--- config.mk ---
export PLATFORM = sky130hd
export DESIGN_NAME = alu_top
export DESIGN_NICKNAME = d
export VERILOG_FILES = /design/src/source/alu_pkg.sv /design/src/source/alu_shifter.sv /design/src/source/alu_decode.sv /design/src/source/alu_execute.sv /design/src/source/alu_result.sv /design/src/source/alu_top.sv
export VERILOG_INCLUDE_DIRS = /design/src /design/src/source
export SDC_FILE = /design/constraint.sdc
export NUM_CORES = 1
export LEC_CHECK = 0
export ABC_CLOCK_PERIOD_IN_PS = 11700
export BUFFER_PORTS_ARGS = -buffer_cell sky130_fd_sc_hd__buf_2
export CORE_UTILIZATION = 62
export CTS_CLUSTER_SIZE = 12
export DETAILED_ROUTE_END_ITERATION = 6
export GPL_ROUTABILITY_DRIVEN = 1
export PLACE_DENSITY_LB_ADDON = 0.05
export SLEW_MARGIN = 20
export SYNTH_ARGS = -nofsm -noshare
export SYNTH_HDL_FRONTEND = slang
export SYNTH_SLANG_ARGS = --single-unit
export TNS_END_PERCENT = 1
--- constraint.sdc ---
create_clock -name clk -period 11.7 [get_ports clk]
set_clock_uncertainty 0.2 [all_clocks]
set_input_delay 0 -clock clk [delete_from_list [all_inputs] [get_ports clk]]
set_output_delay 0 -clock clk [all_outputs]
set_load 0.05 [all_outputs]
--- src/source/alu_defines.svh ---
`ifndef ALU_DEFINES_SVH
`define ALU_DEFINES_SVH

// Datapath width
`define ALU_DATA_W 32

////////////////////////////////////////
// Instruction field bounds
////////////////////////////////////////

// Major opcode
`define ALU_OPC_MSB 31
`define ALU_OPC_LSB 26
// Destination register
`define ALU_RD_MSB 25
`define ALU_RD_LSB 21
// Shift amount, register form only
`define ALU_SHAMT_MSB 15
`define ALU_SHAMT_LSB 11
// Immediate, sits at bit 0
`define ALU_IMM_MSB 15
// ALU code, sits at bit 0
`define ALU_FUNCT_MSB 3

// Opcode values
`define ALU_OPC_REG 6'd0
`define ALU_OPC_ADDI 6'd1

`endif

--- src/source/alu_pkg.sv ---
`include "alu_defines.svh"

package alu_pkg;

	////////////////////////////////////////
	// ALU codes
	////////////////////////////////////////

	// Low codes pick one unit each
	// Any code with bit 3 set is a shift
	typedef enum logic [3:0] {
		code_pass       = 4'b0000,
		code_add        = 4'b0001,
		code_and        = 4'b0010,
		code_xor        = 4'b0011,
		code_diff       = 4'b0100,
		code_comp       = 4'b0101,
		code_shift_base = 4'b1000
	} alu_code_t;

	////////////////////////////////////////
	// Stage payloads
	////////////////////////////////////////

	// Decode to execute
	typedef struct packed {
		logic                   valid;
		alu_code_t              code;
		logic [`ALU_DATA_W-1:0] a;
		// Immediate already folded in for addi
		logic [`ALU_DATA_W-1:0] b;
		logic [4:0]             shamt;
		logic [4:0]             rd;
		// Only add and addi touch carry
		logic                   writes_carry;
	} exec_req_t;

	// Execute to result
	typedef struct packed {
		logic                   valid;
		logic [`ALU_DATA_W-1:0] value;
		// Adder carry, meaningful only with writes_carry
		logic                   carry_out;
		logic                   writes_carry;
		logic [4:0]             rd;
	} exec_res_t;

	// Cluster output, flags per result
	typedef struct packed {
		logic [`ALU_DATA_W-1:0] value;
		logic                   zero;
		logic                   sign;
		// Carry register after this instruction
		logic                   carry;
		logic [4:0]             rd;
	} alu_out_t;

endpackage

--- src/source/alu_shifter.sv ---
`timescale 1ns/1ps
`include "alu_defines.svh"

module alu_shifter (
	input  logic [31:0] data,
	input  logic [4:0]  amount,
	input  logic        left,
	input  logic        logical,
	output logic [31:0] shifted
);

	// One entry per barrel stage, entry 0 is the input
	logic [`ALU_DATA_W-1:0] stage [0:5];
	logic                   fill;

	// Sign fill only for right arithmetic
	assign fill = !left && !logical && data[`ALU_DATA_W-1];

	assign stage[0] = data;

	////////////////////////////////////////
	// Log stages, 1 2 4 8 16
	////////////////////////////////////////

	for (genvar k = 0; k < 5; k++) begin : g_stage
		localparam int STEP = 1 << k;

		always_comb begin
			if (!amount[k]) begin
				stage[k+1] = stage[k];
			end else if (left) begin
				// Left arithmetic same as left logical
				stage[k+1] = {stage[k][`ALU_DATA_W-1-STEP:0], {STEP{1'b0}}};
			end else begin
				stage[k+1] = {{STEP{fill}}, stage[k][`ALU_DATA_W-1:STEP]};
			end
		end
	end

	assign shifted = stage[5];

endmodule

--- src/source/alu_decode.sv ---
`timescale 1ns/1ps
`include "alu_defines.svh"

module alu_decode (
	input  logic               clk,
	input  logic               reset,
	input  logic               instr_valid,
	input  logic [31:0]        instr,
	input  logic [31:0]        op_a,
	input  logic [31:0]        op_b,
	output alu_pkg::exec_req_t dec_req,
	output logic               illegal
);
	import alu_pkg::*;

	logic [`ALU_OPC_MSB-`ALU_OPC_LSB:0] opcode;
	alu_code_t                          funct;
	logic [`ALU_DATA_W-1:0]             imm_ext;
	logic                               is_reg;
	logic                               is_addi;
	logic                               funct_ok;
	logic                               legal;
	exec_req_t                          req_next;

	////////////////////////////////////////
	// Field extraction
	////////////////////////////////////////

	assign opcode = instr[`ALU_OPC_MSB:`ALU_OPC_LSB];
	assign funct = alu_code_t'(instr[`ALU_FUNCT_MSB:0]);

	// Sign extend the 16-bit immediate
	assign imm_ext = {{(`ALU_DATA_W - `ALU_IMM_MSB - 1){instr[`ALU_IMM_MSB]}},
		instr[`ALU_IMM_MSB:0]};

	assign is_reg = (opcode == `ALU_OPC_REG);
	assign is_addi = (opcode == `ALU_OPC_ADDI);

	// Shifts all legal, 0110 and 0111 unused
	assign funct_ok = funct[3] || (funct[2:1] != 2'b11);
	assign legal = is_addi || (is_reg && funct_ok);

	////////////////////////////////////////
	// Request build
	////////////////////////////////////////

	always_comb begin
		req_next.valid = instr_valid && legal;
		// addi runs as a plain add
		req_next.code = is_addi ? code_add : funct;
		req_next.a = op_a;
		req_next.b = is_addi ? imm_ext : op_b;
		req_next.shamt = instr[`ALU_SHAMT_MSB:`ALU_SHAMT_LSB];
		req_next.rd = instr[`ALU_RD_MSB:`ALU_RD_LSB];
		// Complement uses the adder but keeps carry
		req_next.writes_carry = is_addi || (funct == code_add);
	end

	// Payload loads every cycle, only valid is cleared
	always_ff @(posedge clk) begin
		dec_req <= req_next;
		if (reset) begin
			dec_req.valid <= 1'b0;
		end
	end

	// One-cycle pulse per rejected instruction
	always_ff @(posedge clk) begin
		if (reset) begin
			illegal <= 1'b0;
		end else begin
			illegal <= instr_valid && !legal;
		end
	end

	// Rejected instruction never enters execute
	a_no_valid_on_illegal: assert property (
		@(posedge clk) disable iff (reset)
		!(dec_req.valid && illegal)
	);

endmodule

--- src/source/alu_execute.sv ---
`timescale 1ns/1ps
`include "alu_defines.svh"

module alu_execute (
	input  logic               clk,
	input  logic               reset,
	input  alu_pkg::exec_req_t dec_req,
	output alu_pkg::exec_res_t ex_res
);
	import alu_pkg::*;

	logic                   sel_comp;
	logic [`ALU_DATA_W-1:0] add_a;
	logic [`ALU_DATA_W-1:0] add_b;
	logic [`ALU_DATA_W:0]   sum;
	logic [`ALU_DATA_W-1:0] res_and;
	logic [`ALU_DATA_W-1:0] res_xor;
	logic [5:0]             diff_idx;
	logic [4:0]             shift_amt;
	logic [`ALU_DATA_W-1:0] shift_val;
	logic [`ALU_DATA_W-1:0] value_next;

	////////////////////////////////////////
	// Operand muxing
	////////////////////////////////////////

	// Complement computed as 1 + ~b on the adder
	assign sel_comp = (dec_req.code == code_comp);
	assign add_a = sel_comp ? `ALU_DATA_W'(1) : dec_req.a;
	assign add_b = sel_comp ? ~dec_req.b : dec_req.b;

	// Code bit 2 picks b[4:0], else shamt field
	assign shift_amt = dec_req.code[2] ? dec_req.b[4:0] : dec_req.shamt;

	////////////////////////////////////////
	// Functional units
	////////////////////////////////////////

	// 33-bit add, top bit is carry out
	assign sum = {1'b0, add_a} + {1'b0, add_b};

	assign res_and = dec_req.a & dec_req.b;
	assign res_xor = dec_req.a ^ dec_req.b;

	// Lowest differing bit wins, 32 when equal
	always_comb begin
		diff_idx = 6'd32;
		for (int i = `ALU_DATA_W - 1; i >= 0; i--) begin
			if (dec_req.a[i] ^ dec_req.b[i]) begin
				diff_idx = 6'(i);
			end
		end
	end

	// Bit 1 left, bit 0 logical
	alu_shifter u_shifter (
		.data    (dec_req.a),
		.amount  (shift_amt),
		.left    (dec_req.code[1]),
		.logical (dec_req.code[0]),
		.shifted (shift_val)
	);

	////////////////////////////////////////
	// Result select
	////////////////////////////////////////

	always_comb begin
		if (dec_req.code >= code_shift_base) begin
			value_next = shift_val;
		end else begin
			case (dec_req.code)
				code_add,
				code_comp: value_next = sum[`ALU_DATA_W-1:0];
				code_and:  value_next = res_and;
				code_xor:  value_next = res_xor;
				code_diff: value_next = {{(`ALU_DATA_W - 6){1'b0}}, diff_idx};
				// Pass operand a
				default:   value_next = dec_req.a;
			endcase
		end
	end

	// Stage register, valid cleared on reset
	always_ff @(posedge clk) begin
		if (reset) begin
			ex_res.valid <= 1'b0;
		end else begin
			ex_res.valid <= dec_req.valid;
		end
		ex_res.value <= value_next;
		ex_res.carry_out <= sum[`ALU_DATA_W];
		ex_res.writes_carry <= dec_req.writes_carry;
		ex_res.rd <= dec_req.rd;
	end

	// Decode filters 0110 and 0111 before they reach here
	a_legal_code: assert property (
		@(posedge clk) disable iff (reset)
		ex_res.valid |-> ($past(dec_req.code[3]) || ($past(dec_req.code[2:1]) != 2'b11))
	);

endmodule

--- src/source/alu_result.sv ---
`timescale 1ns/1ps
`include "alu_defines.svh"

module alu_result (
	input  logic               clk,
	input  logic               reset,
	input  alu_pkg::exec_res_t ex_res,
	output logic               result_valid,
	output alu_pkg::alu_out_t  result
);
	import alu_pkg::*;

	logic carry_q;
	logic carry_new;
	logic zero;
	logic sign;

	////////////////////////////////////////
	// Flags
	////////////////////////////////////////

	assign zero = (ex_res.value == '0);
	assign sign = ex_res.value[`ALU_DATA_W-1];

	// Carry seen by this instruction, after its own update
	assign carry_new = ex_res.writes_carry ? ex_res.carry_out : carry_q;

	// Carry flag, only add and addi write it
	always_ff @(posedge clk) begin
		if (reset) begin
			carry_q <= 1'b0;
		end else if (ex_res.valid && ex_res.writes_carry) begin
			carry_q <= ex_res.carry_out;
		end
	end

	////////////////////////////////////////
	// Output register
	////////////////////////////////////////

	always_ff @(posedge clk) begin
		if (reset) begin
			result_valid <= 1'b0;
		end else begin
			result_valid <= ex_res.valid;
		end
	end

	// Payload holds between results
	always_ff @(posedge clk) begin
		if (ex_res.valid) begin
			result.value <= ex_res.value;
			result.zero <= zero;
			result.sign <= sign;
			result.carry <= carry_new;
			result.rd <= ex_res.rd;
		end
	end

	// Valid chain clean once out of reset
	a_valid_known: assert property (
		@(posedge clk) disable iff (reset)
		!$isunknown(result_valid)
	);

endmodule

--- src/source/alu_top.sv ---
`timescale 1ns/1ps

module alu_top (
	input  logic              clk,
	input  logic              reset,
	input  logic              instr_valid,
	input  logic [31:0]       instr,
	input  logic [31:0]       op_a,
	input  logic [31:0]       op_b,
	output logic              result_valid,
	output alu_pkg::alu_out_t result,
	output logic              illegal
);
	import alu_pkg::*;

	// Stage-to-stage payloads
	exec_req_t dec_req;
	exec_res_t ex_res;

	////////////////////////////////////////
	// Three stages, one cycle each
	////////////////////////////////////////

	alu_decode u_decode (
		.clk         (clk),
		.reset       (reset),
		.instr_valid (instr_valid),
		.instr       (instr),
		.op_a        (op_a),
		.op_b        (op_b),
		.dec_req     (dec_req),
		.illegal     (illegal)
	);

	alu_execute u_execute (
		.clk     (clk),
		.reset   (reset),
		.dec_req (dec_req),
		.ex_res  (ex_res)
	);

	// Flags and carry register
	alu_result u_result (
		.clk          (clk),
		.reset        (reset),
		.ex_res       (ex_res),
		.result_valid (result_valid),
		.result       (result)
	);

endmodule

-- Word-level counts from Yosys, hierarchy flattened
Index checks and enable logic that the tools add are counted.
Widths: inputs -> output; s select.
- register bits after elaboration: 163
- input bits: 99
- output and inout bits: 42
- logic and storage cells: 129
- add/sub/neg operators: 1
- order comparisons: 1
- equal/unequal tests: 8
- mux-type cells: 49
- bitwise logic cells: 35
- reduce and logical (&&, ||, !) cells: 15
- operator list (operator ; number):
    $mux 32 ; 14
    $mux 6 ; 32
    $pmux 32 s4 ; 1
    $add 32x32->33 ; 1
    $and 32x32->32 ; 1
    $logic_not 32->1 ; 1
    $not 32->32 ; 1
    $xor 1x1->1 ; 32
    $xor 32x32->32 ; 1
    $eq 4x1->1 const B ; 2
    $eq 4x2->1 const B ; 2
    $eq 4x3->1 const B ; 2
    $eq 6x1->1 const B ; 1
    $logic_and 1x1->1 ; 6
    $logic_not 6->1 ; 1
    $mux 5 ; 1
    $ge 4x4->1 const B ; 1
    $logic_not 1->1 ; 3
    $logic_or 1x1->1 ; 3
    $ne 2x2->1 const B ; 1
    $reduce_or 2->1 ; 1
    $mux 1 ; 1

-- Longest topological paths before layout
- depth in word-level cells: 35
- mapped depth: 19
- depth with buffers taken out: 16

-- Modules after synthesis
From an unflattened synthesis, not the netlist that was laid out.
- cells, all modules: 1428
- area, all modules: 12354.3 um2
- by module, submodules not included (module ; instances ; cells each ; area an instance (um2) ; sequential area each (um2)):
    alu_execute ; 1 ; 623 ; 4853.4 ; 800.8
    alu_shifter ; 1 ; 612 ; 4076.4 ; 0.0
    alu_decode ; 1 ; 134 ; 2098.3 ; 1621.6
    alu_result ; 1 ; 59 ; 1326.3 ; 1211.2

-- Worst setup path after synthesis
Ideal clock, no wire load.
- path type: flip-flop to flip-flop
- from: reg, netlist name u_decode.dec_req[76]
- to: reg, netlist name u_execute.ex_res[37]
- library setup time: 0.140 ns
- arrival: 4.408 ns
- data required time: 11.360 ns
- slack: 6.952 ns
- cell stages (with the launch flop): 20
- path buffers: 4
- period minus slack after synthesis: 4.748 ns
- cell sequence: dfxtp_1 buf_2 buf_2 buf_4 nor3_1 nand2_1 buf_1 xnor2_1 ha_1 inv_1 fa_1 nand2b_1 a21oi_1 o41a_1 a32oi_1 o31ai_1 a41oi_1 a21o_1 xor2_1 o221ai_1
- cells in the longest elaborated chain, start to end: 11
- elaborated cells on any way between the ends: 25
- classes of those cells: 1 x add/sub; 1 x order compare; 5 x eq/ne; 14 x mux; 4 x reduce/logical
- ends and longest elaborated chain (item ; RTL line ; text):
    parallel branches: the longest is 10 deep, another holds $add 32x32->33 ; n/a ;
    $mux 32 * ; alu_execute.sv:69 ; if (dec_req.code >= code_shift_base) begin
    via u_execute.value_next[30] ; alu_execute.sv:21 ; logic [`ALU_DATA_W-1:0] value_next;
Mark *: on every way through the listed nets, which the timed path passes.
A chain may end at the register's enable or synchronous reset.

-- Worst setup path after layout
- from: reg, netlist name u_decode.dec_req[76]
- to: reg, netlist name u_execute.ex_res[37]
- cells in the longest elaborated chain, start to end: 11
- elaborated cells on any way between the ends: 25
- classes of those cells: 1 x add/sub; 1 x order compare; 5 x eq/ne; 14 x mux; 4 x reduce/logical
- ends and longest elaborated chain (item ; RTL line):
    parallel branches: the longest is 10 deep, another holds $add 32x32->33 ; n/a
    $mux 32 * ; alu_execute.sv:69
    via u_execute.value_next[30] ; alu_execute.sv:21
Marks and branches as above.

==> results.txt <==
The flow ran to the end, but the final reports show violations. The checks that failed: design-rule violations, negative hold slack. For this run, the leading register cell type out of synthesis is sky130_fd_sc_hd__dfxtp_1. The global placement routability congestion came out at 1.02.

The clock tree synthesis step divided the H-tree into 4 levels. The count of pins on the block boundary is between 100 and 150. The number of detailed-routing iterations run before antenna repair came out at 7. The relative area change from synthesis to final layout came out at 22.3%. The total of warnings raised by yosys came out at 0. The total met2 wirelength after detailed routing came out at just under 20 mm.

The longest clock path from root to sink contains 2 buffers. The accumulated negative setup slack came out at 0 ps. The class of the worst hold path is in -> reg.

The commonest non-fill, non-tap cell in the layout is sky130_fd_sc_hd__nor2_1. The average wire per standard cell came out at between 20 and 30 um. The number of nets in the synthesized netlist is 1472. The number of pins exceeding their max-slew limit in the final report came out at 0.

The post-route standard cell area excluding fillers came out at ~14000 um^2. For this run, asynchronously set or reset flops after synthesis account for 0. The number of remaining DRC errors is between 40 and 50. The number of clock sinks seen by CTS came out at 162. The share of post-route cells with drive strength above 1 came out at 0.191.

The met1 wire length is approximately 16 mm. At the worst endpoint, the arrival time is between 6000 and 7000 ps. The total length of routed met3 wires is slightly above 6 mm.

Headroom to the max-slew limit came out at 0.236. The routed layout has 12400 vias. The full die area is ~19000 um^2.

The die height came out at 138 um. Once placement finished, the instance area stood at roughly 12000 um^2. The maximum fanout along the worst path is 70.

The number of placement rows came out at 49. The core region is ~18000 um^2. The overall routed net length came out at between 40 and 50 mm. The core utilization of the finished layout came out at 0.781. The number of synthesized register bits is roughly 160. For this design the static power due to leakage is about 6 nW.

The number of instances in the synthesized netlist came out at about 1300. The HPWL reported at the end of detailed placement is ~27 mm. The maximum vdd drop came out at slightly above 0.0001 V. The critical path class is reg -> reg. The number of distinct standard cells referenced by the synthesized netlist is 82. The number of max-cap violations came out at 0. The CTS tree is done. The pin count of the biggest net entering global routing came out at between 70 and 80.

Total power for the finished layout comes to ~1.8 mW. The effective utilization at floorplan is 0.638. The final-stage net count came out at 1682. The count of buffers from port buffering came out at around 140. Measured along the x axis, the die boundary spans between 100 and 150 um.

The via count of the first global-routing pass is 11700. In the layout the commonest cells are 139 x sky130_fd_sc_hd__nor2_1, 135 x sky130_fd_sc_hd__buf_2, 124 x sky130_fd_sc_hd__dlygate4sd3_1. The highest metal layer carrying signal wires in the routed design is met4. Yosys mapped a number of flops with a built-in enable equal to 39. The power per cell area came out at between 100 and 150 nW/um^2. The final worst-path cycle share is 0.517. The worst slack on hold paths is -17.1 ps. The type of element launching the critical path is a flip-flop. The first global-routing pass estimated 67.2 mm of wire.

The count of routing violations after the opening detailed-route iteration came out at between 2000 and 2500. The clock latency on the worst-skew pair is 460 ps. STA puts the critical path data required time at ~12000 ps. Using the TritonRoute via totals, the vias-per-cell ratio works out to approximately 7.

The post-CTS clock slew at the launch and capture registers of the worst setup and hold paths is ~90 ps. Setup violations remaining at the end of the flow were counted as 0. The clock period minus worst slack came out at 6040 ps. The synthesized area divided by synthesized cell count is slightly below 9 um^2. The count of fill cells added during filler insertion came out at 1133. STA classifies the critical path endpoint as a flip-flop. The number of clock buffers added by TritonCTS is 17. The number of nets still failing antenna checks after routing came out at 0. The number of antenna violations at the first check in global routing is 3. The total overflow left after global routing is 0. The number of buffers inserted to repair setup after CTS is 0. In the global route stage, overall resource usage came out at 0.459. At the pin with the least slew margin, the transition time is roughly 1100 ps. The hold violation count in the final report came out at 4. CTS placed an instance of sky130_fd_sc_hd__clkbuf_16 at the clock tree root. Setup repair after global routing left no endpoint under its margin. The proportion of synthesized chip area in sequential cells is 0.315. The area of the mapped netlist came out at between 10000 and 15000 um^2.

Based on the critical path, the design can be clocked at up to approximately 170 MHz.
critical path: stages, from the launching register on:
cell                       delay (ps)
sky130_fd_sc_hd__dfxtp_4          900
sky130_fd_sc_hd__nor3_2           140
sky130_fd_sc_hd__nand2_2          110
sky130_fd_sc_hd__buf_4            620
sky130_fd_sc_hd__xnor2_1          200
sky130_fd_sc_hd__ha_1             240
sky130_fd_sc_hd__inv_1             80
sky130_fd_sc_hd__fa_1             420
sky130_fd_sc_hd__nand2b_1         200
sky130_fd_sc_hd__a21oi_1          270
sky130_fd_sc_hd__o41a_1           230
sky130_fd_sc_hd__a32oi_1          300
sky130_fd_sc_hd__o31ai_1          640
sky130_fd_sc_hd__a41oi_1          340
sky130_fd_sc_hd__a21o_1           270
sky130_fd_sc_hd__xor2_1           250
sky130_fd_sc_hd__o221ai_1         290
registers in the layout, summed over array words and instances, names as in the netlist:
name and cells:
u_decode.dec_req 80, u_execute.ex_res 40, u_result.result 39, u_decode.illegal 1
u_result.carry_q 1, u_result.result_valid 1
logic make-up after synthesis:
kind of cell,share of synthesized area
AO/OA/AOI/OAI,0.241
AND/OR/NAND/NOR,0.148
flip-flops,0.315
multiplexers,0.138
buffers and inverters,0.0440
adder cells (fa/ha/maj),0.0711
XOR/XNOR,0.0432
stage by stage:
step           setup slack, ps  hold slack [ps]  std cells
2_1_floorplan             6950             -172       1308
3_3_place_gp              6310            -98.1       1604
3_5_place_dp              6230            -96.4       1604
4_1_cts                   6180            0.339       1760
5_1_grt                   5540             4.94       1761
6_report                  5660            -17.1       1761
routing by layer:
metal / up-vias / global-route usage
met2: 1087 / 0.715
met5: - / 0
met1: 5746 / 0.565
li1: 5327 / -
met3: 251 / 0.127
met4: 0 / 0.284
area by class of cell:
type / instances / area, um^2 / area share
diodes: 1 / 2.50 / 0.000177
clock inverters: 15 / 194 / 0.0137
repair buffers: 275 / 2040 / 0.144
multi-input cells: 1037 / 7450 / 0.527
inverters: 25 / 93.8 / 0.00664
flip-flops and latches: 162 / 3640 / 0.258
clock buffers: 17 / 425 / 0.0301
well taps: 229 / 287 / 0.0203
report_power, final:
group | total [mW] | switching, mW | internal, mW | leakage [nW]
registers | 0.658 | 0.0463 | 0.612 | 1.40
clock network | 0.602 | 0.306 | 0.296 | 0.300
logic | 0.570 | 0.339 | 0.231 | 4.22
what timing repair did:
item | 4_1_cts | 5_1_grt
resized for setup | 0 | 0
endpoints found under the hold margin | 84 | 0
hold buffers | 124 | 0
worst paths after layout:
check                       startpoint              endpoint  slack, ps  cells past startpoint
hold reg to reg    u_decode.dec_req[5]   u_execute.ex_res[4]        130                      0
setup / recovery  u_decode.dec_req[76]  u_execute.ex_res[37]       5660                     16
hold / removal                op_a[31]  u_decode.dec_req[74]        -20                      2
setup reg to reg  u_decode.dec_req[76]  u_execute.ex_res[37]       5660                     16
cell usage after synthesis, types with 38 or more instances:
cell	instances	share of area
sky130_fd_sc_hd__a21oi_1	95	0.041
sky130_fd_sc_hd__and2_1	38	0.021
sky130_fd_sc_hd__clkbuf_1	44	0.014
sky130_fd_sc_hd__dfxtp_1	123	0.21
sky130_fd_sc_hd__edfxtp_1	39	0.10
sky130_fd_sc_hd__ha_1	64	0.069
sky130_fd_sc_hd__mux2_2	59	0.058
sky130_fd_sc_hd__mux2i_1	50	0.043
sky130_fd_sc_hd__nand2_1	102	0.033
sky130_fd_sc_hd__nor2_1	139	0.045
sky130_fd_sc_hd__o21ai_0	75	0.033
sky130_fd_sc_hd__xnor2_1	51	0.039
Power figures use the tool's default switching activity.
